## src/logic/issue_macros.svh

```systemverilog
`ifndef ISSUE_MACROS_SVH
`define ISSUE_MACROS_SVH

// Number of warps sharing this issue slice
`define ISSUE_NUM_WARPS 4

// Architectural registers per warp
`define ISSUE_NUM_REGS 8

// Width of one lane's data path
`define ISSUE_XLEN 32

// Entries in each per-warp instruction buffer
`define ISSUE_IBUF_DEPTH 2

// Credits each execution unit starts with after reset
`define ISSUE_EX_CREDITS 2

`endif
```

## src/logic/issue_ctrl_pkg.sv

```systemverilog
`include "issue_macros.svh"

package issue_ctrl_pkg;

    // Index widths follow the warp and register counts
    localparam int WID_W = (`ISSUE_NUM_WARPS > 1) ? $clog2(`ISSUE_NUM_WARPS) : 1;
    localparam int REG_W = (`ISSUE_NUM_REGS > 1) ? $clog2(`ISSUE_NUM_REGS) : 1;

    // Warp index
    typedef logic [WID_W-1:0] wid_t;

    // Register index within one warp
    typedef logic [REG_W-1:0] reg_t;

    // The collector holds at most one instruction
    typedef enum logic {
        OC_EMPTY = 1'b0,
        OC_FULL  = 1'b1
    } oc_state_e;

endpackage

```

## src/logic/issue_instr_pkg.sv

```systemverilog
`include "issue_macros.svh"

package issue_instr_pkg;

    import issue_ctrl_pkg::*;

    typedef enum logic [2:0] {
        OP_ADD = 3'd0,
        OP_SUB = 3'd1,
        OP_XOR = 3'd2,
        OP_LI  = 3'd3,
        OP_MUL = 3'd4
    } opcode_e;

    typedef enum logic [0:0] {
        EX_ALU = 1'b0,
        EX_MUL = 1'b1
    } ex_unit_e;

    // Instruction as delivered by the front end
    typedef struct packed {
        wid_t                   wid;
        opcode_e                opcode;
        logic                   wb;
        reg_t                   rd;
        reg_t                   rs1;
        reg_t                   rs2;
        logic [`ISSUE_XLEN-1:0] imm;
    } decoded_t;

    // Instruction with its source values, as sent to an execution unit
    typedef struct packed {
        wid_t                   wid;
        opcode_e                opcode;
        logic                   wb;
        reg_t                   rd;
        logic [`ISSUE_XLEN-1:0] imm;
        logic [`ISSUE_XLEN-1:0] rs1_data;
        logic [`ISSUE_XLEN-1:0] rs2_data;
    } issued_t;

    // Only multiplies go to the MUL unit
    function automatic ex_unit_e unit_of(opcode_e op);
        return (op == OP_MUL) ? EX_MUL : EX_ALU;
    endfunction

endpackage

```

## src/logic/issue_ifs.sv

```systemverilog
`include "issue_macros.svh"

// Heads of all warp buffers toward the scoreboard, with a pop per warp
interface ibuf_if;
    import issue_instr_pkg::*;

    logic [`ISSUE_NUM_WARPS-1:0] head_valid;
    decoded_t                    head_data [`ISSUE_NUM_WARPS];
    logic [`ISSUE_NUM_WARPS-1:0] pop;

    modport buffer (
        output head_valid,
        output head_data,
        input  pop
    );

    modport sched (
        input  head_valid,
        input  head_data,
        output pop
    );
endinterface


```

## src/logic/instr_buffer.sv

```systemverilog
`include "issue_macros.svh"

module instr_buffer (
    input  logic                      clk,
    input  logic                      rst,
    input  logic                      dec_valid,
    input  issue_instr_pkg::decoded_t dec_data,
    output logic                      dec_ready,
    ibuf_if.buffer                    ibuf
);
    import issue_instr_pkg::*;
    import issue_ctrl_pkg::*;

    localparam int DEPTH = `ISSUE_IBUF_DEPTH;
    localparam int PTR_W = (DEPTH > 1) ? $clog2(DEPTH) : 1;
    localparam int CNT_W = $clog2(DEPTH + 1);

    logic [`ISSUE_NUM_WARPS-1:0] full;

    // Ready depends only on the FIFO the incoming warp id points at
    assign dec_ready = !full[dec_data.wid];

    for (genvar w = 0; w < `ISSUE_NUM_WARPS; w++) begin : g_warp
        decoded_t         mem [DEPTH];
        logic [PTR_W-1:0] rd_ptr;
        logic [PTR_W-1:0] wr_ptr;
        logic [CNT_W-1:0] count;
        logic             push;
        logic             pop;

        assign push = dec_valid && dec_ready && (dec_data.wid == wid_t'(w));
        assign pop  = ibuf.pop[w] && (count != '0);

        assign full[w]            = (count == CNT_W'(DEPTH));
        assign ibuf.head_valid[w] = (count != '0);
        assign ibuf.head_data[w]  = mem[rd_ptr];

        always_ff @(posedge clk) begin
            if (push) begin
                mem[wr_ptr] <= dec_data;
            end
        end

        always_ff @(posedge clk) begin
            if (rst) begin
                rd_ptr <= '0;
                wr_ptr <= '0;
                count  <= '0;
            end else begin
                if (push) begin
                    wr_ptr <= (wr_ptr == PTR_W'(DEPTH - 1)) ? '0 : wr_ptr + 1'b1;
                end
                if (pop) begin
                    rd_ptr <= (rd_ptr == PTR_W'(DEPTH - 1)) ? '0 : rd_ptr + 1'b1;
                end
                // A push and a pop together leave the fill level alone
                case ({push, pop})
                    2'b10:   count <= count + 1'b1;
                    2'b01:   count <= count - 1'b1;
                    default: count <= count;
                endcase
            end
        end
    end

endmodule

```

## src/flat_wrapper.sv

```systemverilog
// flat-port wrapper written by rule: the top's interface ports become plain ports
module instr_buffer_flat import issue_instr_pkg::*; import issue_ctrl_pkg::*;
  (clk, rst, dec_valid, dec_data, dec_ready, ibuf_head_valid, ibuf_head_data, ibuf_pop);
  ibuf_if ibuf_i ();
  input  logic clk;
  input  logic rst;
  input  logic dec_valid;
  input  issue_instr_pkg::decoded_t dec_data;
  output logic dec_ready;
  output wire logic [$bits(ibuf_i.head_valid)-1:0] ibuf_head_valid;
  output wire logic [$bits(ibuf_i.head_data)-1:0] ibuf_head_data;
  input wire logic [$bits(ibuf_i.pop)-1:0] ibuf_pop;
  assign ibuf_head_valid = ibuf_i.head_valid;
  assign ibuf_head_data = {>>{ibuf_i.head_data}};
  assign ibuf_i.pop = ibuf_pop;
  instr_buffer u_core (.clk(clk), .rst(rst), .dec_valid(dec_valid), .dec_data(dec_data), .dec_ready(dec_ready), .ibuf(ibuf_i));
endmodule
```

## config.mk

```make
export PLATFORM = sky130hd
export DESIGN_NAME = instr_buffer_flat
export DESIGN_NICKNAME = d
export VERILOG_FILES = /design/src/logic/issue_ctrl_pkg.sv /design/src/logic/issue_instr_pkg.sv /design/src/logic/issue_ifs.sv /design/src/logic/instr_buffer.sv /design/src/flat_wrapper.sv
export VERILOG_INCLUDE_DIRS = /design/src /design/src/logic
export SDC_FILE = /design/constraint.sdc
export NUM_CORES = 1
export LEC_CHECK = 0
export BUFFER_PORTS_ARGS = -buffer_cell sky130_fd_sc_hd__buf_2
export CAP_MARGIN = 20
export CORE_MARGIN = 1
export CORE_UTILIZATION = 44
export CTS_BUF_LIST = sky130_fd_sc_hd__clkbuf_2 sky130_fd_sc_hd__clkbuf_4 sky130_fd_sc_hd__clkbuf_8
export CTS_CLUSTER_DIAMETER = 60
export DETAILED_ROUTE_END_ITERATION = 12
export HOLD_SLACK_MARGIN = 0.1
export MAX_ROUTING_LAYER = met4
export PLACE_DENSITY = 0.68
export SETUP_SLACK_MARGIN = 0.4
export SYNTH_ARGS = -nofsm -noshare
export SYNTH_HDL_FRONTEND = slang
export SYNTH_SLANG_ARGS = --single-unit
```

## constraint.sdc

```tcl
create_clock -name clk -period 3.37 [get_ports clk]
set_input_delay 0.337 -clock clk [delete_from_list [all_inputs] [get_ports clk]]
set_output_delay 0.337 -clock clk [all_outputs]
set_load 0.03 [all_outputs]
```

After elaboration in Yosys (flattened, before gate mapping)
Memories as Yosys holds them, arrays and structs flattened. A register that Yosys moved wholly into a read port is not among the register bits.
Cells that the tools add are included.
- equality and inequality tests: 15
- $lt $le $gt $ge: 1
- mux-type cells: 30
- reductions and logical operators: 19
- add/subtract/negate cells: 16
- operators by type and width (cell ; number):
    1-bit 2-to-1 mux ; 25
    2-bit equality test (second input constant) ; 10
    2-bit one-hot mux with 2 select lines ; 4
    2-bit nonzero test ; 8
    2-bit by 1-bit equality test with 1-bit output (second input constant) ; 5
    1-bit logical AND ; 9
    1-bit adder (second input constant) ; 8
    2-bit by 1-bit adder with 2-bit output (second input constant) ; 4
    2-bit by 1-bit subtractor with 2-bit output (second input constant) ; 4
    2-bit by 3-bit < comparator with 1-bit output (second input constant) ; 1
    1-bit binary-select mux with 2-bit select ; 1
    2-bit logical NOT ; 1
    1-bit logical NOT ; 1
- RAM bits: 376
- register bits after elaboration: 16
- memories: 4
- input bits: 54
- logic and storage cells: 97
- output and inout port bits: 193
- memories (memory ; depth ; width ; rd ports ; clocked after Yosys merged registers in ; write ports ; RTL line ; text):
    u_core.g_warp[0].mem ; 2 ; 47 ; 1 ; 1 ; 1 ; instr_buffer.sv:24 ; decoded_t mem [DEPTH];
    u_core.g_warp[1].mem ; 2 ; 47 ; 1 ; 1 ; 1 ; instr_buffer.sv:24 ;
    u_core.g_warp[2].mem ; 2 ; 47 ; 1 ; 1 ; 1 ; instr_buffer.sv:24 ;
    u_core.g_warp[3].mem ; 2 ; 47 ; 1 ; 1 ; 1 ; instr_buffer.sv:24 ;

Logic depth before layout (Yosys ltp)
Gate-level depths: netlist of the first run.
- word-level depth: 8
- gate-level depth with buffers: 6
- depth with buffers taken out: 6

Least setup slack after synthesis of the first run
OpenSTA, ideal clock, no wires.
- path type: flip-flop to flip-flop
- from: reg u_core.g_warp[0].count[0]
- to: mem u_core.g_warp[0].mem[0][0] (netlist bit), enable pin
- path buffers: 0
- data arrival time: 2.958 ns
- data required time: 2.918 ns
- clock period less this slack: 3.409 ns
- library setup time: 0.452 ns
- slack: -0.039 ns
- stages on the path, launching flop included: 4
- cells stage by stage: dfxtp_1 -> nor2b_1 -> or4b_4 -> nor2_1
- cells in the longest elaborated chain, start to end: 8
- ends and longest elaborated chain (item ; RTL line ; text):
    from (decl) ; instr_buffer.sv:27 ; logic [CNT_W-1:0] count;
    from (signal assigned) ; instr_buffer.sv:58 ; 2'b10: count <= count + 1'b1;
    from (signal assigned) ; instr_buffer.sv:59 ; 2'b01: count <= count - 1'b1;
    from (signal assigned) ; instr_buffer.sv:60 ; default: count <= count;
    2-bit equality test ; instr_buffer.sv:34 ; assign full[w] = (count == CNT_W'(DEPTH));
    1-bit binary-select mux with 2-bit select ; instr_buffer.sv:21 ; assign dec_ready = !full[dec_data.wid];
    1-bit 2-to-1 mux (not written as such) ; instr_buffer.sv:21 ;
    1-bit logical NOT ; instr_buffer.sv:21 ;
    1-bit logical AND (2 in series) ; instr_buffer.sv:31 ; assign push = dec_valid && dec_ready && (dec_data.wid == wid_t'(w));
    1-bit 2-to-1 mux ; instr_buffer.sv:39 ; if (push) begin
    1-bit 2-to-1 mux (not written as such) ; instr_buffer.sv:40 ; mem[wr_ptr] <= dec_data;
    to (decl) ; instr_buffer.sv:24 ;
No other way between the ends. The select of a mux whose other input is x is not followed.

==> results.json, run 1 <==
{
  "synth_cells": 690,
  "hold_path_class": "in -> reg",
  "cts-resized-gates": 0,
  "path_class": "reg -> out",
  "reg2reg_depth": 4,
  "fp.dieH_um": 183.2,
  "slew-limit-headroom": 0.5257,
  "rsz0062_at_grt": "false",
  "outcome": "complete, no violations",
  "r2r-start": "u_core.g_warp[2].count[0]",
  "leakagePower_nw": 6.378,
  "n_fill_cell": 2467,
  "gr-total-overflow": 0,
  "yosys_warnings": 0,
  "place_area_um2": 16390,
  "period_minus_slack_ps": 2627,
  "cts_max_level": 3,
  "cp_data_arrival_time_ps": 2290,
  "antenna_found_initial": 0,
  "cp-start-kind": "flop",
  "cts_tree": "done",
  "r2r_slack_ps": 1090,
  "maxCapViolCount": 0,
  "power_mw": 11.51,
  "min_period_over_period": 0.7797,
  "power_density_nw_per_um2": 637.0,
  "skew_ps": 31.17,
  "vias": 7511,
  "ant_nets": 0,
  "synth_cell_types": 26,
  "crit_end": "ibuf_head_data[112]",
  "fin_nets": 1101,
  "synth.avg_cell_area_um2": 20.94,
  "cts.sinks": 396,
  "cp-end-kind": "output port",
  "clock_latency_ps": 560,
  "worst_pin_slew_ps": 711.5,
  "wirelength_um": 30830,
  "num_rows": 65,
  "clock-root-buffer": "clkbuf_8",
  "mappedNetlistArea_um2": 14450,
  "dieArea_um2": 33570,
  "drcViolationCount": 0,
  "cp.required_ps": 3030,
  "firstDrtPassIters": 4,
  "hpwl_um": 19260,
  "critPathMaxFanout": 24,
  "synthesis.nets": 748,
  "clk_pin_slew_ps": 60,
  "core_area_um2": 31960,
  "yosysSeqAreaShare": 0.8090,
  "via_per_inst": 4.935,
  "netlist.area_leader.share": 0.7813,
  "finalHoldViolations": 0,
  "wl_per_cell_um": 20.25,
  "clockBufferDepth": 3,
  "ys_seq_elements": 396,
  "grt_first_pass_wirelength_um": 45630,
  "numPortBuffers": 246,
  "ir_worst_vdd_v": 0.0003784,
  "layout_commonest_cell": "edfxtp_1",
  "synth_largest_area_cell": "edfxtp_1",
  "cts_hold_buf": 45,
  "drv_slew": 0,
  "fp.dieW_um": 183.2,
  "fmax_mhz": 380.6,
  "first_iter_violations": 464,
  "fin_area_um2": 18070,
  "layout_common_cells": "edfxtp_1 (376), buf_2 (246), mux2_2 (191)",
  "post_cts.repair.setup_buffers": 0,
  "area_growth_pct": 25.03,
  "yosys-top-cells-area": "edfxtp_1 (78%), mux2_2 (15%), dfxtp_1 (2.8%), nor2_1 (0.65%), buf_2 (0.55%)",
  "start_util": 0.4521,
  "grt.total_usage": 0.1896,
  "setup_viol": 0,
  "io_pins": 247,
  "first_global_vias": 7801,
  "routabilityCongestion": 0.7262,
  "grt_max_degree": 35,
  "drive_gt1_frac": 0.5244,
  "numCtsBuffers": 66,
  "r2r_end": "u_core.g_warp[2].mem[0][6]",
  "insertedDiodeCount": 0
}
worst min-delay path by stage:
| stage | from | endpoint | depth (start not counted) |
|---|---|---|---|
| after floorplan | dec_data[0] | u_core.g_warp[0].mem[0][0] | 0 |
| after global placement | u_core.g_warp[1].wr_ptr | u_core.g_warp[1].wr_ptr | 2 |
| after detailed placement | u_core.g_warp[2].rd_ptr | flop | 2 |
| after CTS | dec_data[45] | u_core.g_warp[3].mem[1][45] | 1 |
| after global routing | dec_data[45] | u_core.g_warp[3].mem[1][45] | 1 |
| final | dec_data[45] | u_core.g_warp[3].mem[1][45] | 1 |
registers in the layout, indices dropped and copies added (netlist names), named ones only:
register	cells
u_core.g_warp.mem	376
u_core.g_warp.count	8
u_core.g_warp.rd_ptr	4
u_core.g_warp.wr_ptr	4
synthesized netlist by cell type:
| cell | count |
|---|---|
| buf_1 | 1 |
| or2_2 | 4 |
| nand4_1 | 1 |
| ha_1 | 4 |
| or4_1 | 1 |
| mux2_4 | 1 |
| nand2b_1 | 2 |
| o31ai_1 | 1 |
| nand4b_1 | 1 |
| a21oi_1 | 5 |
| buf_2 | 16 |
| nand2_1 | 1 |
| or3_1 | 5 |
| o21a_1 | 4 |
| dfxtp_1 | 20 |
| clkbuf_1 | 5 |
| or4b_4 | 1 |
| o21ai_0 | 4 |
| edfxtp_1 | 376 |
| mux2_2 | 191 |
| nor2b_1 | 2 |
| xor2_1 | 4 |
| mux2i_1 | 2 |
| xnor2_1 | 8 |
| inv_1 | 5 |
| nor2_1 | 25 |
where the power goes:
part / switching [mW] / leakage (nW) / total [mW] / internal (mW)
sequential: 0.138 / 3.58 / 5.68 / 5.55
combinational: 1.19 / 2.15 / 1.89 / 0.699
clock: 1.78 / 0.644 / 3.94 / 2.15
total: 3.11 / 6.38 / 11.5 / 8.40
worst max-delay path: stages (launching register included):
cell and delay, ps:
dfxtp_2 700, buf_4 440, mux2_2 400, buf_2 190
metrics by stage:
stage | utilization | hold WS (ps) | instances | TNS [ps] | worst slack, ps
floorplan | - | 435.9 | 690 | -3713 | -39.50
global placement | 0.5128 | 474.5 | 1365 | 0 | 1104
detailed placement | 0.5128 | 495.9 | 1365 | 0 | 1051
CTS | 0.5653 | 109.8 | 1522 | 0 | 615.9
global route | 0.5653 | 129.0 | 1522 | 0 | 567.1
finish | 0.5653 | 157.1 | 1522 | 0 | 742.5
per-layer routing:
layer  vias to the layer above  part of all wire  track usage
met1                      3772              0.43       0.2366
met5                         -                 0            -
met2                       267              0.49       0.3016
li1                       3419                 -            -
met3                        53             0.068      0.05044
met4                         0             0.020      0.06200
logic make-up after synthesis:
kind of cell	Yosys count	share of synthesized area
flops	396	0.8090
buf+inv	27	0.008399
simple gates	43	0.01489
compound gates	14	0.005714
mux	194	0.1513
xor+xnor	12	0.007273
fa+ha+maj	4	0.003463
cell type report:
| class | instances | area [um2] | share of cell area |
|---|---|---|---|
| Clock inverter | 26 | 157.7 | 0.008725 |
| Clock buffer | 86 | 1071 | 0.05928 |
| Tap cell | 435 | 544.3 | 0.03012 |
| Timing Repair Buffer | 307 | 1889 | 0.1046 |
| Sequential cell | 396 | 11700 | 0.6473 |
| Multi-Input combinational cell | 267 | 2691 | 0.1490 |
| Inverter | 5 | 18.77 | 0.001039 |
(Power assumes the default switching activity.)
==> inputs of run 2 (changes only) <==
--- a/config.mk
+++ b/config.mk
@@ -6,6 +6,7 @@
 export SDC_FILE = /design/constraint.sdc
 export NUM_CORES = 1
 export LEC_CHECK = 0
+export ABC_AREA = 1
 export BUFFER_PORTS_ARGS = -buffer_cell sky130_fd_sc_hd__buf_2
 export CAP_MARGIN = 20
 export CORE_MARGIN = 1
@@ -15,7 +16,7 @@
 export DETAILED_ROUTE_END_ITERATION = 12
 export HOLD_SLACK_MARGIN = 0.1
 export MAX_ROUTING_LAYER = met4
-export PLACE_DENSITY = 0.68
+export PLACE_DENSITY = 0.65
 export SETUP_SLACK_MARGIN = 0.4
 export SYNTH_ARGS = -nofsm -noshare
 export SYNTH_HDL_FRONTEND = slang
==> constraint.sdc (replaced) <==
create_clock -name clk -period 2.7 [get_ports clk]
set_input_delay 0.27 -clock clk [delete_from_list [all_inputs] [get_ports clk]]
set_output_delay 0.27 -clock clk [all_outputs]
set_load 0.03 [all_outputs]
==> run 2 against run 1 <==
  * Flip-flop and latch count did not move
  * Synthesized area barely moved
  * Clock power increased by 27%
  * Clock-buffer cell count is 11 higher
  * Worst hold slack worse by 4.0 ps
  * Sequential share of layout area decreased by 0.48 points
  * Total power up 19%
  * Critical path type unchanged
  * Clock skew shrank 1.5 ps
  * Global-route usage is 0.25 points lower
  * Via count grew 1.4%
  * Combinational power fell by 9%
  * Die area is essentially flat
==> results.json, run 2 <==
{
  "cp_data_arrival_time_ps": 1890,
  "clockPowerShare": 0.367,
  "layout_commonest_cell": "edfxtp_1",
  "rsz0062_at_grt": "false",
  "cpLargestDelayFamily": "flip-flops",
  "sw_frac_of_total": 0.2445,
  "synth_common_cells": "edfxtp_1 (376), mux2_2 (188), inv_1 (25)",
  "clockBufferDepth": 3,
  "synth_cells": 720,
  "holdPathStages": 5,
  "fin_area_um2": 18210,
  "setup_viol": 0,
  "outcome": "complete, no violations",
  "holdCritStartpoint": "dec_valid",
  "reg2reg_depth": 10,
  "yosysMostFrequentCell": "edfxtp_1",
  "place_area_um2": 16420,
  "finalHoldViolations": 0,
  "cp-end-kind": "output port",
  "num_rows": 66,
  "routabilityCongestion": 0.7541,
  "synth_cell_types": 16,
  "synth_largest_area_cell": "edfxtp_1",
  "ir_worst_vdd_v": 0.0004621,
  "ys.flop_type": "edfxtp_1",
  "hold_path_class": "in -> reg",
  "topRoutingLayerUsed": "met4",
  "crit_path_max_incr_delay_ps": 530,
  "skew_ps": 29.72,
  "yosys_warnings": 0,
  "yosysSeqAreaShare": 0.8085,
  "wirelength_um": 30500,
  "mappedNetlistArea_um2": 14460,
  "switching_power_mw": 3.350,
  "first_global_vias": 7621,
  "cp-start-kind": "flop",
  "r2r_slack_ps": 750,
  "ys_seq_elements": 396,
  "core_area_um2": 32450,
  "antenna_found_initial": 0,
  "first_iter_violations": 488,
  "pwr-share-comb": 0.125,
  "min_period_over_period": 0.7998,
  "hold_end": "u_core.g_warp[2].wr_ptr",
  "n_fill_cell": 2483,
  "drcViolationCount": 0,
  "async_flop_share": 0,
  "synth.avg_cell_area_um2": 20.08,
  "r2r_end": "u_core.g_warp[0].count[1]",
  "synthesis.nets": 778,
  "wl_met1_um": 13880,
  "drv_slew": 0,
  "period_minus_slack_ps": 2159,
  "p_int_mw": 10.35,
  "numCtsBuffers": 61,
  "path_class": "reg -> out",
  "fmax_mhz": 463.1,
  "seq_power_share": 0.508,
  "fp.dieW_um": 183.3,
  "power_density_nw_per_um2": 752.6,
  "critPathSlowestCell": "dfxtp_4",
  "maxCapViolCount": 0,
  "r2r-start": "u_core.g_warp[1].count[0]",
  "dr_wl_met3_um": 1531,
  "ant_nets": 0,
  "start_util": 0.4456,
  "place_ws_ps": 623.0,
  "seqCellArea_um2": 11700,
  "critPathBufInv": 2,
  "cp.required_ps": 2430,
  "vias": 7613,
  "clock-root-buffer": "clkbuf_8",
  "netlist.area_leader.share": 0.7808,
  "insertedDiodeCount": 0,
  "dieArea_um2": 33590,
  "via_per_inst": 4.846,
  "gr-total-overflow": 0,
  "wl_per_cell_um": 19.41,
  "largest_reg_flops": 376,
  "fin_ws_ps": 540.6,
  "io_pins": 247,
  "top_register": "u_core.g_warp.mem",
  "firstDrtPassIters": 4,
  "synth_edf_count": 376,
  "routed-wl-met2_um": 14660,
  "cts_max_level": 2,
  "grt_max_degree": 49,
  "leakagePower_nw": 6.559,
  "hpwl_um": 18020,
  "critPathMaxFanout": 16,
  "cts_tree": "done",
  "grt_first_pass_wirelength_um": 45110,
  "drive_gt1_frac": 0.5093,
  "cts.sinks": 396,
  "layout_common_cells": "edfxtp_1 (376), buf_2 (246), mux2_2 (188)",
  "slew-limit-headroom": 0.6537,
  "crit_chain": "buf_12, mux2_2, buf_2",
  "tns_ps": 0,
  "yosys-top-cells-area": "edfxtp_1 (78%), mux2_2 (15%), dfxtp_1 (2.8%), a21oi_1 (0.69%), buf_2 (0.69%)",
  "fin_nets": 1137,
  "clk_pin_slew_ps": 60,
  "worst_pin_slew_ps": 519.4,
  "fp.dieH_um": 183.3,
  "clock_latency_ps": 590,
  "multi_input_area_um2": 2616,
  "grt.total_usage": 0.1870,
  "top_regs": "u_core.g_warp.mem: 376 flops, u_core.g_warp.count: 8 flops",
  "numPortBuffers": 246,
  "area_growth_pct": 25.92
}
[run 2: cells by family after synthesis]
group,share of synthesized area
buffers and inverters,0.01367
multiplexers,0.1464
AO/OA/AOI/OAI,0.01246
flip-flops,0.8085
AND/OR/NAND/NOR,0.01549
adder cells (fa/ha/maj),0.003461
[run 2: per-stage QoR]
step	utilization	cells	total power [mW]	hold slack, ps
detailed placement	0.5061	1407	8.760	439.6
global route	0.5610	1571	14.23	150.4
CTS	0.5609	1571	13.86	101.7
finish	0.5610	1571	13.70	153.1
floorplan	-	720	8.183	368.9
global placement	0.5061	1407	8.742	430.8
[run 2: worst max-delay path by stage]
stage | start | endpoint | slack (ps) | depth (start not counted)
2_1_floorplan | u_core.g_warp[1].count[0] | u_core.g_warp[0].mem[1][0] | 260 | 6
3_3_place_gp | dec_data[45] | u_core.g_warp[1].mem[0][30] | 670 | 8
3_5_place_dp | dec_data[45] | u_core.g_warp[3].mem[1][26] | 620 | 8
4_1_cts | flop | ibuf_head_data[129] | 410 | 3
5_1_grt | flop | ibuf_head_data[187] | 430 | 3
6_report | flop | ibuf_head_data[187] | 540 | 3
[run 2: layer usage]
layer,vias up,track usage
met3,43,0.03217
li1,3520,-
met5,-,-
met4,0,0.04567
met2,217,0.2973
met1,3833,0.2520
[run 2: area by class of cell]
type	instances	share of cell area
clock buffer	97	0.06267
clock inverter	16	0.006734
inverter	25	0.005566
multi-input combinational	278	0.1437
sequential	396	0.6425
tap	442	0.03037
timing repair buffer	317	0.1084
[run 2: tightest hold or removal path: stages]
cell and delay, ps:
buf_2 150, nand3_2 120, nand2_1 60, inv_1 40
nor2_1 30
[run 2: power groups by stage]
stage	Combinational [mW]	Clock, mW	Sequential (mW)
finish	1.72	5.02	6.96
global route	1.82	5.43	6.97
floorplan	1.12	0	7.06
global placement	1.66	0	7.08
CTS	1.74	5.16	6.96
detailed placement	1.67	0	7.09
[run 2: what timing repair did]
action                                 CTS  global route
endpoints found under the hold margin  384             0
gates resized for setup                  2             1
setup endpoints to repair               39             4
buffers inserted                         0             0
hold buffers                            51             0
