[src/logic/issue_macros.svh]
`ifndef ISSUE_MACROS_SVH
`define ISSUE_MACROS_SVH

// Number of warps sharing this issue slice
`define ISSUE_NUM_WARPS 4

// Architectural registers per warp
`define ISSUE_NUM_REGS 8

// Width of one lane's data path
`define ISSUE_XLEN 32

// Entries in each per-warp instruction buffer
`define ISSUE_IBUF_DEPTH 2

// Credits each execution unit starts with after reset
`define ISSUE_EX_CREDITS 2

`endif
[src/logic/issue_ctrl_pkg.sv]
`include "issue_macros.svh"

package issue_ctrl_pkg;

    // Index widths follow the warp and register counts
    localparam int WID_W = (`ISSUE_NUM_WARPS > 1) ? $clog2(`ISSUE_NUM_WARPS) : 1;
    localparam int REG_W = (`ISSUE_NUM_REGS > 1) ? $clog2(`ISSUE_NUM_REGS) : 1;

    // Warp index
    typedef logic [WID_W-1:0] wid_t;

    // Register index within one warp
    typedef logic [REG_W-1:0] reg_t;

    // The collector holds at most one instruction
    typedef enum logic {
        OC_EMPTY = 1'b0,
        OC_FULL  = 1'b1
    } oc_state_e;

endpackage

[src/logic/issue_instr_pkg.sv]
`include "issue_macros.svh"

package issue_instr_pkg;

    import issue_ctrl_pkg::*;

    typedef enum logic [2:0] {
        OP_ADD = 3'd0,
        OP_SUB = 3'd1,
        OP_XOR = 3'd2,
        OP_LI  = 3'd3,
        OP_MUL = 3'd4
    } opcode_e;

    typedef enum logic [0:0] {
        EX_ALU = 1'b0,
        EX_MUL = 1'b1
    } ex_unit_e;

    // Instruction as delivered by the front end
    typedef struct packed {
        wid_t                   wid;
        opcode_e                opcode;
        logic                   wb;
        reg_t                   rd;
        reg_t                   rs1;
        reg_t                   rs2;
        logic [`ISSUE_XLEN-1:0] imm;
    } decoded_t;

    // Instruction with its source values, as sent to an execution unit
    typedef struct packed {
        wid_t                   wid;
        opcode_e                opcode;
        logic                   wb;
        reg_t                   rd;
        logic [`ISSUE_XLEN-1:0] imm;
        logic [`ISSUE_XLEN-1:0] rs1_data;
        logic [`ISSUE_XLEN-1:0] rs2_data;
    } issued_t;

    // Only multiplies go to the MUL unit
    function automatic ex_unit_e unit_of(opcode_e op);
        return (op == OP_MUL) ? EX_MUL : EX_ALU;
    endfunction

endpackage

[src/logic/issue_ifs.sv]
`include "issue_macros.svh"


// Instruction with operands from the collector to dispatch
interface opnd_if;
    import issue_instr_pkg::*;

    logic    valid;
    issued_t data;
    logic    ready;

    modport master (output valid, output data, input ready);
    modport slave (input valid, input data, output ready);
endinterface

[src/logic/dispatch_unit.sv]
`include "issue_macros.svh"

module dispatch_unit (
    input  logic                     clk,
    input  logic                     rst,
    opnd_if.slave                    opnd,
    input  logic                     alu_credit,
    input  logic                     mul_credit,
    output logic                     alu_valid,
    output logic                     mul_valid,
    output issue_instr_pkg::issued_t ex_data
);
    import issue_instr_pkg::*;

    localparam int CNT_W = $clog2(`ISSUE_EX_CREDITS + 1);

    logic [CNT_W-1:0] alu_cnt;
    logic [CNT_W-1:0] mul_cnt;
    ex_unit_e         unit;
    logic             has_credit;
    logic             fire;
    logic             alu_send;
    logic             mul_send;

    // Send and return in one cycle cancel out
    function automatic logic [CNT_W-1:0] next_cnt(logic [CNT_W-1:0] cnt, logic take,
                                                 logic give);
        case ({take, give})
            2'b10:   return cnt - 1'b1;
            2'b01:   return cnt + 1'b1;
            default: return cnt;
        endcase
    endfunction

    assign unit       = unit_of(opnd.data.opcode);
    assign has_credit = (unit == EX_ALU) ? (alu_cnt != '0) : (mul_cnt != '0);
    assign opnd.ready = has_credit;
    assign fire       = opnd.valid && opnd.ready;
    assign alu_send   = fire && (unit == EX_ALU);
    assign mul_send   = fire && (unit == EX_MUL);

    always_ff @(posedge clk) begin
        if (rst) begin
            alu_cnt   <= CNT_W'(`ISSUE_EX_CREDITS);
            mul_cnt   <= CNT_W'(`ISSUE_EX_CREDITS);
            alu_valid <= 1'b0;
            mul_valid <= 1'b0;
        end else begin
            alu_cnt   <= next_cnt(alu_cnt, alu_send, alu_credit);
            mul_cnt   <= next_cnt(mul_cnt, mul_send, mul_credit);
            alu_valid <= alu_send;
            mul_valid <= mul_send;
        end
    end

    always_ff @(posedge clk) begin
        if (fire) begin
            ex_data <= opnd.data;
        end
    end

endmodule

[src/flat_wrapper.sv]
// flat-port wrapper written by rule: the top's interface ports become plain ports
module dispatch_unit_flat import issue_instr_pkg::*;
  (clk, rst, alu_credit, mul_credit, alu_valid, mul_valid, ex_data, opnd_valid, opnd_data, opnd_ready);
  opnd_if opnd_i ();
  input  logic clk;
  input  logic rst;
  input  logic alu_credit;
  input  logic mul_credit;
  output logic alu_valid;
  output logic mul_valid;
  output issue_instr_pkg::issued_t ex_data;
  input wire logic [$bits(opnd_i.valid)-1:0] opnd_valid;
  input wire logic [$bits(opnd_i.data)-1:0] opnd_data;
  output wire logic [$bits(opnd_i.ready)-1:0] opnd_ready;
  assign opnd_i.valid = opnd_valid;
  assign opnd_i.data = opnd_data;
  assign opnd_ready = opnd_i.ready;
  dispatch_unit u_core (.clk(clk), .rst(rst), .opnd(opnd_i), .alu_credit(alu_credit), .mul_credit(mul_credit), .alu_valid(alu_valid), .mul_valid(mul_valid), .ex_data(ex_data));
endmodule
[config.mk]
export PLATFORM = sky130hd
export DESIGN_NAME = dispatch_unit_flat
export DESIGN_NICKNAME = d
export VERILOG_FILES = /design/src/logic/issue_ctrl_pkg.sv /design/src/logic/issue_instr_pkg.sv /design/src/logic/issue_ifs.sv /design/src/logic/dispatch_unit.sv /design/src/flat_wrapper.sv
export VERILOG_INCLUDE_DIRS = /design/src /design/src/logic
export SDC_FILE = /design/constraint.sdc
export NUM_CORES = 1
export LEC_CHECK = 0
export ABC_AREA = 1
export BUFFER_PORTS_ARGS = -buffer_cell sky130_fd_sc_hd__buf_2
export CORE_MARGIN = 2
export CORE_UTILIZATION = 42
export DETAILED_ROUTE_END_ITERATION = 7
export GPL_TIMING_DRIVEN = 0
export MAX_ROUTING_LAYER = met4
export PLACE_DENSITY = 0.78
export SLEW_MARGIN = 20
export SYNTH_ARGS = -nofsm -noshare
export SYNTH_HDL_FRONTEND = slang
export SYNTH_SLANG_ARGS = --single-unit
[constraint.sdc]
create_clock -name clk -period 9.4 [get_ports clk]
set_input_delay 0.47 -clock clk [delete_from_list [all_inputs] [get_ports clk]]
set_output_delay 0.47 -clock clk [all_outputs]
set_load 0.05 [all_outputs]
Yosys cells after proc, flatten, opt, wreduce, memory -nomap -nowiden

Cells that the tools add are included.

Flip-flop bits (word level): 111
Latch bits: 0
Bits in writable memories: 0
ROM bits: 0
Output and inout bits: 108
Logic and storage cells: 32
Memories kept: 0

$add $sub $neg: 4
Multipliers: 0
Divide/modulo/power cells: 0
Magnitude comparators: 0
Eq/ne operators: 5
Shift operators: 0
Multiplexer cells: 4
Bitwise logic cells: 1
Reduce and logical (&&, ||, !) cells: 7

Operators with widths:

| kind                                                                   | number |
|---|---|
| 2-bit case mux with 2 select lines                                     | 2 |
| 2-bit nonzero test                                                     | 4 |
| 2-bit by 1-bit adder with 2-bit output (second input constant)         | 2 |
| 2-bit by 1-bit equality test with 1-bit output (second input constant) | 2 |
| 2-bit equality test (second input constant)                            | 2 |
| 2-bit by 1-bit subtractor with 2-bit output (second input constant)    | 2 |
| 3-bit equality test (second input constant)                            | 1 |
| 1-bit logical AND                                                      | 3 |
| 1-bit two-way mux                                                      | 2 |
| 1-bit inverter                                                         | 1 |

Longest topological paths before layout

Gate-level depths: netlist of the first run.

Depth in word-level cells: 7
Mapped depth: 9

Least setup slack after synthesis of the first run

No wires, ideal clock.

Path kind: input-to-reg
Start point: in opnd_data[101]
End point: reg, netlist name u_core.ex_data[0]
Library setup time: 485 ps
Data arrival time: 3,456 ps
Data required time: 8,915 ps
Path slack: 5,458 ps
Stages: 5
Buffers on the path: 0
Cells stage by stage: nor2_4 > nand2_4 > nand2_2 > o21ai_2 > nor2_2

Longest elaborated chain between the ends: 4

Ends and longest elaborated chain:

| element             | RTL line              | RTL |
|---|---|---|
| start: declaration  | flat_wrapper.sv:13    | `input wire logic [$bits(opnd_i.data)-1:0] opnd_data;` |
| 3-bit equality test | issue_instr_pkg.sv:44 | `return (op == OP_MUL) ? EX_MUL : EX_ALU;` |
| 1-bit two-way mux   | issue_instr_pkg.sv:44 |  |
| 1-bit two-way mux   | dispatch_unit.sv:36   | `assign has_credit = (unit == EX_ALU) ? (alu_cnt != '0) : (mul_cnt != '0);` |
| 1-bit logical AND   | dispatch_unit.sv:38   | `assign fire = opnd.valid && opnd.ready;` |

Every way passes these cells.
A chain may end at the register's enable or synchronous reset.

Worst setup path in the final report of the first run

Start point: reg u_core.alu_cnt[0]
End point: reg, netlist name u_core.ex_data[67]

Longest elaborated chain between the ends: 3

Ends and longest elaborated chain:

| element                  | RTL line            | RTL |
|---|---|---|
| start: declaration       | dispatch_unit.sv:17 | `logic [CNT_W-1:0] alu_cnt;` |
| start signal: assignment | dispatch_unit.sv:44 | `` alu_cnt <= CNT_W'(`ISSUE_EX_CREDITS); `` |
| start signal: assignment | dispatch_unit.sv:49 | `alu_cnt <= next_cnt(alu_cnt, alu_send, alu_credit);` |
| 2-bit nonzero test       | dispatch_unit.sv:36 |  |
| 1-bit two-way mux        | dispatch_unit.sv:36 |  |
| 1-bit logical AND        | dispatch_unit.sv:38 |  |

Every way passes these cells.

==> impl.org, run 1 <==
** Drt
- The final layout contains routed wiring with a total length of 7.945 mm.
- In the routed layout, each cell is associated on average with a via count of 4.484.
- Number of iterations in the first detailed-routing pass :: 4
- Violation count after the first detailed-route iteration :: 48
- The count of nets left with antenna violations once routing finished came out at 0.
- Dividing the detail-routed wire length by the instance count gives 16.15 um.
- After detailed routing, the number of remaining DRC violations is 0.
- The detailed router placed 2,206 vias in this run.

** Global routing
- Across every metal layer, demand over resource in global routing totals 16.83%.
- Antenna violations before repair :: 0
- Number of global-route vias before repair :: 2,093
- Grt total ovfl :: 0
- Entering global routing, the biggest net connects 32 pins.
- The first global-routing pass estimated 10.76 mm of wire.

** Clock network
- The number of clock buffers added by TritonCTS is 9.
- After clock tree synthesis, the repair step resized 0 gates.
- The H-tree was split into 3 levels.
- Clock slew at reported path FFs :: 0.11 ns
- After clock tree synthesis, the setup repair step added 0 buffers.
- Clock net sink count :: 111
- TritonCTS clock tree :: done
- Root buffer cell :: sky130_fd_sc_hd__clkbuf_8
- The later pin in the worst-skew pair is clocked with a latency of 0.36 ns.
- Hold-fix buffer count after cts :: 0
- No sink is reached through more buffers than the 2 on the longest clock path.

** Pwr
- Of the total power, registers draw 53.3%.
- The clock network is responsible for 24.9% of the overall power.
- Psw :: 364.8 uW
- Net switching is 32.05% of the power.
- P_int :: 773.4 uW
- Of the total power, combinational logic draws 21.9%.
- VDD sags by at most 102.4 uV.
- Power spread over the standard cell area amounts to 228.2 nW/um^2.
- Tot Pwr :: 1.138 mW
- In this run the static leakage power is 2.188 nW.

** Final layout
- Of the cells placed in the final design, the portion with a size suffix greater than 1 is 63.57%.
- The library cells used most frequently in the layout, excluding fill and tap cells, are 217 x sky130_fd_sc_hd__buf_2, 105 x sky130_fd_sc_hd__edfxtp_1, 9 x sky130_fd_sc_hd__inv_1, 9 x sky130_fd_sc_hd__clkbuf_8.
- Post-route cell area :: 4989 sq um
- Nets :: 494
- The library cell used most frequently in the layout, excluding fill and tap cells, is sky130_fd_sc_hd__buf_2.
- Number of diodes :: 0
- Relative to the synthesized area, the layout overhead comes to 42.09%.
- Fill cells in the final layout number 656.

** Yosys
- Synthesized area per cell :: 23.25 sq um
- Library cells used by synthesis :: 18
- For this run, the number of Yosys warnings is 0.
- Sequential fraction of the synthesis area :: 93.23%
- Number of instances in the synthesized netlist :: 151
- In this run the cell area of the synthesized design comes to 3511 sq um.
- The synthesized design contains 111 register bits.
- Counting every net in the synthesized netlist gives 263.

** Timing
- Setup repair after global routing left no endpoint under its margin.
- The number of endpoints with negative hold slack in the final report is 0.
- The count of pins over their slew limit is 0.
- For the pin with the worst max-slew slack, the measured transition is 0.6277 ns.
- Headroom to the max-slew limit came out at 58.05%.
- Post-route setup TNS :: 0 ns
- The smallest clock period supported by the final layout is computed as 1.948 ns.
- Setup slack closes at 7.452 ns.
- Achievable frequency :: 0.5132 GHz
- Of the available clock period, the critical path in the final layout requires 20.73%.
- Across all hold checks on the routed design, the worst slack comes to 0.2767 ns.
- Setup violations remaining at the end of the flow were counted as 0.
- Worst clock skew :: 0.01033 ns

** Worst setup path
- WP data arrival :: 2.01 ns
- For the worst setup path, the data required time is 9.46 ns.
- Worst-path fanout max :: 29
- Worst setup SP type :: flop
- STA classifies the critical path endpoint as a flop.
- Crit Path Class :: flop to flop

** Floorplan
- Std cell rows :: 33
- For this configuration, the core starts out at a cell density of 42.94%.
- Die area :: 9107 sq um
- In this run the count of I/O pins placed on the die edge is 218.
- Area of the core :: 8175 sq um
- Die Span Y :: 95.43 um
- Horizontal die dimension :: 95.43 um

** Status
- The run finished with clean final reports.

** Min path
- The worst hold path belongs to the class input pin to flop.

** Flow run
- The tool flagged a number of max-cap violations equal to 0.

** Placement
- Final RePlAce weighted congestion :: 0.7540
- Dpl ws :: 7.104 ns
- Placed cell area :: 4793 sq um
- Port buffering added 217 buffers.
- The wire-length estimate of the detail-placed layout is 6.163 mm.
## registers in the layout, indices dropped and copies added, names as in the netlist
name,count
u_core.alu_cnt,2
u_core.alu_valid,1
u_core.mul_valid,1
u_core.mul_cnt,2
u_core.ex_data,105
## cell usage after synthesis (all sizes together)
cell    number  area [sq um]
edfxtp     105          3153
nand4        3         25.02
nand3b       1         20.02
nand3        4         20.02
nor2         5         31.28
nand2        9         46.29
a21oi        2         10.01
o21ai        3         18.77
inv         11         41.29
dfxtp        6         120.1
ha           2         25.02
## final cells by class
type / instances / area (sq um) / share of cell area (%)
tap: 105 / 131.4 / 2.634
sequential: 111 / 3273 / 65.61
timing repair buffer: 220 / 1146 / 22.97
clock buffer: 9 / 123.9 / 2.483
clock inverter: 7 / 71.32 / 1.430
inverter: 11 / 41.29 / 0.8277
multi-input combinational: 29 / 201.4 / 4.038
## layer usage
layer  global-route usage (%)  up-vias  part of all wire [%]  routed length, um
li1                         -     1038                     -                  -
met1                    17.85     1050                    36               2835
met2                    30.16      111                    54               4295
met3                    4.901        7                   9.4                747
met4                    5.476        0                  0.83                 66
met5                        -        -                     0                  0
## final timing paths
kind	startpoint	endpoint	slack [ns]	cells past startpoint
worst max register to register	u_core.alu_cnt[0]	u_core.ex_data[67]	7.45	6
worst min register to register	u_core.alu_cnt[1]	u_core.alu_cnt[1]	0.50	2
worst min-delay path	opnd_data[26]	u_core.ex_data[26]	0.28	1
worst max-delay path	u_core.alu_cnt[0]	u_core.ex_data[67]	7.45	6
## per-stage QoR
stage	std cells	utilization, %
global placement	473	57.84
global route	492	61.02
finish	492	61.02
CTS	492	61.02
floorplan	151	-
detailed placement	476	58.63
## power groups by stage
stage / Combinational (mW) / Clock [mW] / Sequential, mW
5_1_grt: 0.261 / 0.307 / 0.611
3_5_place_dp: 0.251 / 0 / 0.618
3_3_place_gp: 0.238 / 0 / 0.622
2_1_floorplan: 0.0299 / 0 / 0.765
6_report: 0.249 / 0.283 / 0.606
4_1_cts: 0.251 / 0.289 / 0.607
## logic make-up after synthesis
kind of cell | Yosys count | share of synthesized area, %
simple gates | 22 | 4.063
compound gates | 5 | 0.8197
flops | 111 | 93.23
buf+inv | 11 | 1.176
fa+ha+maj | 2 | 0.7126
## critical path, cell delays in order (launching register included)
cell                      delay [ns]
sky130_fd_sc_hd__dfxtp_1        0.41
sky130_fd_sc_hd__nor2_1         0.10
sky130_fd_sc_hd__nand2_2        0.07
sky130_fd_sc_hd__o21ai_2        0.07
sky130_fd_sc_hd__nor2_4         0.49
sky130_fd_sc_hd__buf_12         0.28
sky130_fd_sc_hd__buf_12         0.21
(Power assumes the default switching activity.)
==> run 2: changes to the inputs <==
==> constraint.sdc (replaced) <==
create_clock -name clk -period 1.9 [get_ports clk]
set_input_delay 0.095 -clock clk [delete_from_list [all_inputs] [get_ports clk]]
set_output_delay 0.095 -clock clk [all_outputs]
set_load 0.05 [all_outputs]
==> impl.org, run 2 <==
** Yosys
- Summing the areas of all and, or, nand and nor instances in the mapped netlist gives 4.063% of the synthesized area.
- Share of Yosys cell area claimed by the top area cell type :: 89.81%
- The most used flip-flop cell after synthesis is sky130_fd_sc_hd__edfxtp_1.
- In the post-synthesis netlist, the cell with the most instances is sky130_fd_sc_hd__edfxtp_1.
- Summing the areas of all xor and xnor instances in the mapped netlist gives 0% of the synthesized area.
- A synthesized cell averages 23.25 sq um.
- Net count after synthesis :: 263
- The commonest cells after synthesis are 105 x sky130_fd_sc_hd__edfxtp_1, 9 x sky130_fd_sc_hd__inv_1, 6 x sky130_fd_sc_hd__dfxtp_1, 6 x sky130_fd_sc_hd__nand2_1, 4 x sky130_fd_sc_hd__nand3_1.
- During synthesis, Yosys emitted a total of 0 warnings.
- The synthesized design contains 105 enable-type register cells.
- By area, the combinational part of the netlist is dominated by simple AND/OR/NAND/NOR gates.
- The netlist uses 18 different library cells.
- Summing the areas of all fa, ha and maj instances in the mapped netlist gives 0.7128% of the synthesized area.
- Async set-or-reset flop fraction in the synthesized netlist :: 0%
- Post-synthesis compound-gate area fraction :: 0.8197%
- Synth area leaders :: sky130_fd_sc_hd__edfxtp_1 90%, sky130_fd_sc_hd__dfxtp_1 3.4%, sky130_fd_sc_hd__inv_1 0.96%, sky130_fd_sc_hd__ha_1 0.71%, sky130_fd_sc_hd__nand2_1 0.64%
- The portion of synthesized area spent on multiplexers is 0%.
- Library cell with the largest summed area after synthesis :: sky130_fd_sc_hd__edfxtp_1
- #FFs+latches synth :: 111
- Sequential cells were found to cover 93.23% of the synthesized design area.
- Synth Cell Area :: 3511 sq um
- Number of instances in the synthesized netlist :: 151

** Clock network
- Count of buffers added by post-CTS timing repair for setup :: 0
- The H-tree was split into 3 levels.
- After clock tree synthesis, the flow added hold-fix buffers numbering 101.
- Root buffer cell :: sky130_fd_sc_hd__clkbuf_8
- The longest clock path from root to sink contains 2 buffers.
- Number of clock buffers inserted by TritonCTS :: 9
- Post-CTS repair changed the size of 0 cells.
- The clock net in this run drives a total of 111 sinks.

** Placement
- The congestion estimate from routability-driven global placement came to 0.7121.
- Number of buffer cells added on primary ports :: 217
- Post-Place Cells :: 477
- Total half-perimeter wirelength after legalization and detailed placement :: 6.135 mm

** Floorplan
- 218 I/O pins were placed.
- The floorplan has 33 rows.
- Once the floorplan was initialized, standard cells occupied 42.94% of the core.
- Die Span Y :: 95.43 um
- The die is 95.43 um wide.

** Status
- Error text reported by the tool :: [ERROR RSZ-0060] Max buffer count reached.
- It got as far as clock tree synthesis and failed there.
- Outcome :: did not finish
## run 2: cell counts after synthesis
No cell type changed its count.
## run 2: logic make-up after synthesis
kind of cell / after synthesis
fa+ha+maj: 2
simple gates: 22
buf+inv: 11
flops: 111
compound gates: 5
## run 2: metrics by stage
stage                     setup WS (ns)  area, sq um
after floorplan                 -0.5866         3523
after global placement           -1.164         4741
after detailed placement         0.1149         4843
==> run 3: changes to the inputs <==
--- a/config.mk
+++ b/config.mk
@@ -9,11 +9,10 @@
 export ABC_AREA = 1
 export BUFFER_PORTS_ARGS = -buffer_cell sky130_fd_sc_hd__buf_2
 export CORE_MARGIN = 2
-export CORE_UTILIZATION = 42
+export CORE_UTILIZATION = 27
 export DETAILED_ROUTE_END_ITERATION = 7
 export GPL_TIMING_DRIVEN = 0
-export MAX_ROUTING_LAYER = met4
-export PLACE_DENSITY = 0.78
+export PLACE_DENSITY_LB_ADDON = 0.15
 export SLEW_MARGIN = 20
 export SYNTH_ARGS = -nofsm -noshare
 export SYNTH_HDL_FRONTEND = slang
==> impl.org, run 3 (synthesis results as in run 1) <==
** Global routing
- Entering global routing, the biggest net connects 29 pins.
- The via count of the first global-routing pass is 2,728.
- First-pass GRT wire length :: 14.39 mm
- Antenna violations before repair :: 0
- Grt total ovfl :: 0
- Global routing used 13.55% of the available tracks across all layers.

** Placement
- Counting tap cells, the placed design contains a total of 544 instances.
- The count of buffers added on input and output ports is 217.
- Total half-perimeter wirelength after legalization and detailed placement :: 6.582 mm
- Final RePlAce weighted congestion :: 0.7157
- Placed cell area :: 4920 sq um

** Worst setup path
- Launching element of the worst setup path :: u_core.mul_cnt[0]
- In this run the critical register-to-register path is captured at u_core.ex_data[72].
- The worst setup path is of the flop to flop kind.
- Register-to-Register Path Depth :: 6
- Walking the worst path, the cells encountered are inv_2, nand2_2, o21ai_2, nor2_4, buf_16, buf_12.
- Together, buffers and inverters on the worst path number 3.
- Slowest cell on the critical path :: sky130_fd_sc_hd__dfxtp_2
- Peak per-stage delay on the critical path :: 0.36 ns
- The worst register-to-register path has a setup slack of 0.52 ns.
- The worst setup path is launched from a flop.
- STA classifies the critical path endpoint as a flop.
- CP top delay family :: buffers and inverters
- The startpoint identified for the worst register-to-register timing path is u_core.mul_cnt[0].
- Critical path required time :: 1.95 ns
- Worst-path fanout max :: 27
- WP data arrival :: 1.43 ns

** Timing
- Post-route setup TNS :: 0 ns
- Setup violations remaining at the end of the flow were counted as 0.
- Worst slew pin tran :: 0.2898 ns
- Clock skew on the completed layout was measured at 0.005250 ns.
- Setup repair after global routing missed its margin :: no
- For this run, the top clock speed supported by timing is 0.7257 GHz.
- Headroom to the max-slew limit came out at 80.81%.
- In the finished design, the share of the clock period the worst path needs comes to 72.53%.
- Shortest clock period the worst path allows after layout :: 1.378 ns
- The number of endpoints with negative hold slack in the final report came to 0.
- Number of pins exceeding their max-slew limit in the final report :: 0

** Floorplan
- In this run the core area contains 41 standard-cell rows.
- The floorplan step set the die width to 118.0 um.
- Once the floorplan was initialized, standard cells occupied 27.71% of the core.
- Area of the core :: 12,670 sq um
- The die covers 13,930 sq um.
- Pin placement for this block handled 218 I/O pins.
- The floorplan step set the die height to 118.0 um.

** Min path
- Along the worst hold path, the cell count comes to 3.
- The min-delay analysis places its worst path in the category input pin to flop.
- Hold Path Origin :: opnd_valid
- WHS Endpoint :: u_core.alu_valid

** Clock network
- No sink is reached through more buffers than the 2 on the longest clock path.
- TritonCTS built the clock tree.
- Clock tree synthesis selected as its root buffer the cell sky130_fd_sc_hd__clkbuf_16.
- Counting the buffers created by CTS gives 9.
- The number of gates resized after CTS was 0.
- Clock-pin slew was measured on the worst setup and hold paths at 0.07 ns.
- At the later pin of the worst-skew pair, clock insertion delay measures 0.35 ns.
- CTS H-tree lvls :: 3
- Counting every sink on the clock net gives 111.

** Final layout
- Nets :: 604
- Register with the most flip-flops :: u_core.ex_data
- Area overhead of the layout relative to synthesis :: 80.83%
- Top Registers :: u_core.ex_data x105, u_core.alu_cnt x2, u_core.mul_cnt x2
- Leaving out filler cells and counting taps, the final layout contains 669.
- The top cell types in the final layout, fill and taps aside, are 217 x sky130_fd_sc_hd__buf_2, 106 x sky130_fd_sc_hd__dlygate4sd3_1, 105 x sky130_fd_sc_hd__edfxtp_1.
- The register with the most flip-flops in the layout has 105 of them.
- Measured on the finished design, the core utilization comes to 50.10%.
- With fillers left out, the area of the finished cells amounts to 6349 sq um.
- The post-route netlist has 51.51% of its cells at a drive strength greater than 1.
- Number of diodes :: 0
- Most frequent standard cell in the layout excluding fill and tap cells :: sky130_fd_sc_hd__buf_2
- FILL cells :: 1,071

** Drt
- DR vias/cell :: 3.939
- Number of iterations in the first detailed-routing pass :: 4
- Routed vias :: 2,635
- After detailed routing, the total wire length is 9.540 mm.
- In the final routed layout, each cell accounts on average for 14.26 um.
- For this run, design rule violations remaining after detail routing come to 0.
- In this run, the number of DRC markers left after iteration 0 of detailed routing was 143.
- The count of nets left with antenna violations once routing finished came out at 0.

** Pwr
- VDD sags by at most 400.2 uV.
- For this design the ratio of total power to cell area is 1041 nW/um^2.
- Power comes to 6.612 mW.
- The analysis attributes to cell leakage a power of 2.728 nW.

** Status
- Outcome :: completed

** Flow run
- Max Cap Viol :: 0
run 3: worst min-delay path, stage by stage:
cell	delay (ns)
sky130_fd_sc_hd__buf_2	0.13
sky130_fd_sc_hd__nand3b_4	0.09
sky130_fd_sc_hd__nor2_2	0.03
run 3: what timing repair did:
item                                    CTS  global route
endpoints found under the hold margin   107             0
hold buffers                            106             0
setup buffers                             0             3
endpoints found under the setup margin    0            47
run 3: worst max-delay path by stage:
stage / cells past startpoint / slack, ns / to
after floorplan: 4 / -0.59 / u_core.ex_data[0]
after global placement: 6 / -1.37 / u_core.ex_data[43]
after detailed placement: 8 / -0.003 / u_core.ex_data[96]
after CTS: 6 / 0.04 / u_core.ex_data[96]
after global routing: 6 / 0.43 / u_core.ex_data[18]
final: 6 / 0.52 / u_core.ex_data[72]
run 3: metrics by stage:
step | hold slack (ns) | setup WS (ns)
final | 0.03642 | 0.5220
after global routing | 0.03559 | 0.4343
after CTS | 0.02153 | 0.04080
after detailed placement | 0.2734 | -0.003176
after global placement | 0.2726 | -1.365
after floorplan | 0.1619 | -0.5866
run 3: layer usage:
metal / routed length [um] / up-vias / GRT usage [%] / share of wire, %
li1: - / 1260 / - / -
met3: 673 / 14 / 4.554 / 7.1
met1: 3823 / 1241 / 14.76 / 40
met4: 182 / 0 / 6.099 / 1.9
met2: 4860 / 120 / 23.84 / 51
met5: 0 / - / 0 / 0
run 3: cell type report:
class                      count  area (sq um)  area share, %
multi-input combinational     29         203.9          3.212
timing repair buffer         330          2265          35.67
sequential                   111          3278          51.64
tap                          172         215.2          3.390
inverter                      11         41.29         0.6504
clock buffer                   9         225.2          3.547
clock inverter                 7         120.1          1.892
run 3: power by group:
| group | leakage (nW) | switching, mW | total (mW) | internal [mW] |
|---|---|---|---|---|
| Combinational | 1.50 | 1.01 | 1.45 | 0.438 |
| Clock | 0.166 | 0.867 | 2.16 | 1.29 |
| Sequential | 1.06 | 0.0572 | 3.00 | 2.95 |
| Total | 2.73 | 1.93 | 6.61 | 4.68 |
==> run 4: changes to the inputs <==
--- a/config.mk
+++ b/config.mk
@@ -6,7 +6,7 @@
 export SDC_FILE = /design/constraint.sdc
 export NUM_CORES = 1
 export LEC_CHECK = 0
-export ABC_AREA = 1
+export ABC_AREA = 0
 export BUFFER_PORTS_ARGS = -buffer_cell sky130_fd_sc_hd__buf_2
 export CORE_MARGIN = 2
 export CORE_UTILIZATION = 27
==> constraint.sdc (replaced) <==
create_clock -name clk -period 1.4 [get_ports clk]
set_input_delay 0.07 -clock clk [delete_from_list [all_inputs] [get_ports clk]]
set_output_delay 0.07 -clock clk [all_outputs]
set_load 0.05 [all_outputs]
==> impl.org, run 4 <==
** Final layout
- Cells with a size suffix above 1 make up 54.67% of the layout.
- At the end of the flow, the number of nets in the layout was 610.
- The count of cells in the finished layout, fillers not included, comes to 675.
- The register with the most flip-flops in the layout has 105 of them.
- Leading cell types in the layout, fill and taps excluded :: 216 x sky130_fd_sc_hd__buf_2, 106 x sky130_fd_sc_hd__dlygate4sd3_1, 105 x sky130_fd_sc_hd__edfxtp_1
- Compared with the post-synthesis result, the final layout area differs by 92.61%.
- The largest registers in the layout are u_core.ex_data x105, u_core.alu_cnt x2, u_core.mul_cnt x2.
- The number of antenna diodes in the final layout is 0.
- Most frequent standard cell in the layout excluding fill and tap cells :: sky130_fd_sc_hd__buf_2
- Counting flops per register, the top entry is u_core.ex_data.

** Yosys
- Library cells used by synthesis :: 12
- Post-synth top cells :: 105 x sky130_fd_sc_hd__edfxtp_1, 6 x sky130_fd_sc_hd__dfxtp_1, 6 x sky130_fd_sc_hd__nor2_1
- Share of Yosys cell area claimed by the top area cell type :: 91.70%
- The most used flip-flop cell after synthesis is sky130_fd_sc_hd__edfxtp_1.
- Sequential fraction of the synthesis area :: 95.20%
- After synthesis, the share of flip-flops with an asynchronous set or reset is 0%.
- sky130_fd_sc_hd__edfxtp_1 takes more of the synthesized area than any other cell.
- For this run, the number of Yosys warnings is 0.
- Number of instances in the synthesized netlist :: 134
- Post-synth EDFFs :: 105
- After synthesis, the cell types taking the most area are sky130_fd_sc_hd__edfxtp_1 92%, sky130_fd_sc_hd__dfxtp_1 3.5%, sky130_fd_sc_hd__xor2_1 1.0%, sky130_fd_sc_hd__or3b_1 0.76%, sky130_fd_sc_hd__ha_1 0.73%.
- Most frequently used cell type in the post-synthesis netlist :: sky130_fd_sc_hd__edfxtp_1
- The synthesized netlist occupies a cell area of 3438 sq um.
- Synthesized area per cell :: 25.66 sq um
- Net count after synthesis :: 246
- #FFs+latches synth :: 111

** Timing
- Shortest clock period the worst path allows after layout :: 1.669 ns
- Worst clock skew :: 0.004792 ns
- Final setup viols :: 95
- For this run, the top clock speed supported by timing is 0.5991 GHz.
- Final Hold Fails :: 2
- Setup repair after global routing missed its margin :: yes
- At the pin with the least slew margin, the transition time is 0.2753 ns.
- Number of pins exceeding their max-slew limit in the final report :: 0
- Post-route setup TNS :: -13.97 ns
- In this run the tightest slew margin relative to its limit is 81.63%.
- Post-route worst setup slack :: -0.2691 ns
- Final hold slack :: -0.02849 ns
- Of the available clock period, the critical path in the final layout requires 119.2%.

** Floorplan
- Die area :: 13,650 sq um
- 218 I/O pins were placed.
- The die is 116.8 um wide.
- Area of the core :: 12,520 sq um
- In this run the core area contains 41 standard-cell rows.
- The initial utilization of the core area, before any placement, comes to 27.47%.
- Die Span Y :: 116.8 um

** Drt
- After detailed routing, the number of vias per cell comes to 3.908.
- Routed vias :: 2,638
- Routed wire per std cell :: 14.52 um
- Violation count after the first detailed-route iteration :: 102
- Once detail routing completed, the nets flagged for antenna violations numbered 0.
- After detailed routing, the number of remaining DRC violations is 0.
- Summed over all layers, the routed wires come to 9.801 mm.
- The first detailed-routing pass took 4 iterations.

** Worst setup path
- Along the worst path, the maximum fanout reaches 2.
- Data on the critical path arrives at its endpoint at 1.90 ns.
- The signal on the critical path passes through nor2_4, or3b_4, ha_4, xor2_2, o21ai_1, or3b_1.
- Worst Setup End Kind :: flop
- The number of buffers and inverters on the critical path is 0.
- The largest single stage delay on the critical path is 0.38 ns.
- Reg-to-reg startpoint :: u_core.alu_cnt[0]
- Data on the critical path is required at its endpoint by 1.63 ns.
- R2R Setup Slk :: -0.27 ns
- For the worst flop-to-flop path, the logic depth is 6.
- Crit Path Class :: flop to flop
- The largest individual stage delay along the critical path comes from the cell sky130_fd_sc_hd__or3b_4.
- STA classifies the critical path startpoint as a flop.
- In this run the critical register-to-register path is captured at u_core.alu_cnt[1].
- CP top delay family :: simple AND/OR/NAND/NOR gates

** Global routing
- Antenna violations before repair :: 0
- Met3 capacity usage during global routing :: 4.892%
- In the global route stage, met2 resource usage came out at 21.89%.
- Number of global-route vias before repair :: 2,578
- Entering global routing, the biggest net connects 28 pins.
- Global-route total usage across every layer :: 13.19%
- Layer with the highest usage after global routing :: met2
- Grt total ovfl :: 0
- For this run, global-route usage on met1 was measured as 15.38%.
- The first global-routing pass estimated 13.01 mm of wire.

** Placement
- After detailed placement, the design holds a cell count of 524.
- Number of buffer cells added on primary ports :: 217
- Dpl ws :: -0.7257 ns
- Final RePlAce weighted congestion :: 0.7008
- Total half-perimeter wirelength after legalization and detailed placement :: 5.815 mm

** Min path
- Hold Path Origin :: rst
- Worst hold path type :: input pin to flop
- Number of stages on the worst hold path :: 2
- WHS Endpoint :: u_core.mul_cnt[1]

** Clock network
- Skew-Pair Late Insertion Delay :: 0.35 ns
- Clock tree buffer depth :: 2
- After clock tree synthesis, the flow added hold-fix buffers numbering 106.
- TritonCTS built the clock tree.
- After clock tree synthesis, the clock-pin slew on the worst setup and hold paths is 0.07 ns.
- The number of clock buffers added by TritonCTS is 9.
- CTS H-tree lvls :: 3
- The tree is rooted in a sky130_fd_sc_hd__clkbuf_16.
- Clock net sink count :: 111

** Pwr
- IR analysis of the VDD net gives a maximum drop of 634.1 uV.
- Static power due to leakage :: 2.810 nW
- Power density over the cells :: 1424 nW/um^2
- Tot Pwr :: 9.429 mW

** Status
- Violated checks :: negative hold slack, negative setup slack
- The run finished, with violations left.

** Flow run
- Max Cap Viol :: 0
## run 4: changes by cell type after synthesis, sizes merged, moves of 3 or more
cell   change
nand2      -9
nand4      -3
xor2       +4
inv       -11
nand3      -4
or3b       +3
## run 4: cells by family after synthesis
group | count (synthesis) | share of synthesized area (%)
flops | 111 | 95.20
fa+ha+maj | 2 | 0.7277
xor+xnor | 4 | 1.019
mux | 1 | 0.2911
simple gates | 14 | 2.475
compound gates | 2 | 0.2911
## run 4: cell type report
cell class	instances	area (sq um)
Tap cell	172	215.2
Fill cell	1091	5894
Clock inverter	6	60.06
Timing Repair Buffer	347	2541
Clock buffer	10	229.0
Multi-Input combinational cell	29	294.0
Sequential cell	111	3283
## run 4: how the worst max path moves through the flow
stage,start,to,cells after the start
2_1_floorplan,opnd_data[101],u_core.ex_data[0],3
3_3_place_gp,opnd_data[101],u_core.ex_data[51],4
3_5_place_dp,opnd_data[101],u_core.ex_data[34],5
4_1_cts,u_core.alu_cnt[0],u_core.alu_cnt[1],6
5_1_grt,u_core.alu_cnt[0],u_core.alu_cnt[1],6
6_report,u_core.alu_cnt[0],u_core.alu_cnt[1],6
## run 4: power by group
part | total, mW | internal (mW) | switching, mW | leakage, nW
combinational | 2.73 | 0.975 | 1.75 | 1.60
clock | 2.51 | 1.38 | 1.13 | 0.142
sequential | 4.19 | 4.09 | 0.0963 | 1.06
## run 4: what timing repair did
action                                  4_1_cts  5_1_grt
endpoints found under the hold margin       109        2
resized for setup                            20       20
pin swaps                                     6        7
endpoints found under the setup margin      108      109
buffers inserted                             14        6
cloned                                        7        7
## run 4: metal layers
layer | wire length, um | share of wire (%)
met5 | 0 | 0
met2 | 4617 | 47
met3 | 927 | 9.5
met1 | 4091 | 42
met4 | 165 | 1.7
## run 4: stage by stage
step | cell area [sq um] | util, %
global route | 6623 | 52.91
detailed placement | 4805 | 38.38
finish | 6623 | 52.91
global placement | 4777 | 38.16
floorplan | 3476 | -
CTS | 6534 | 52.20
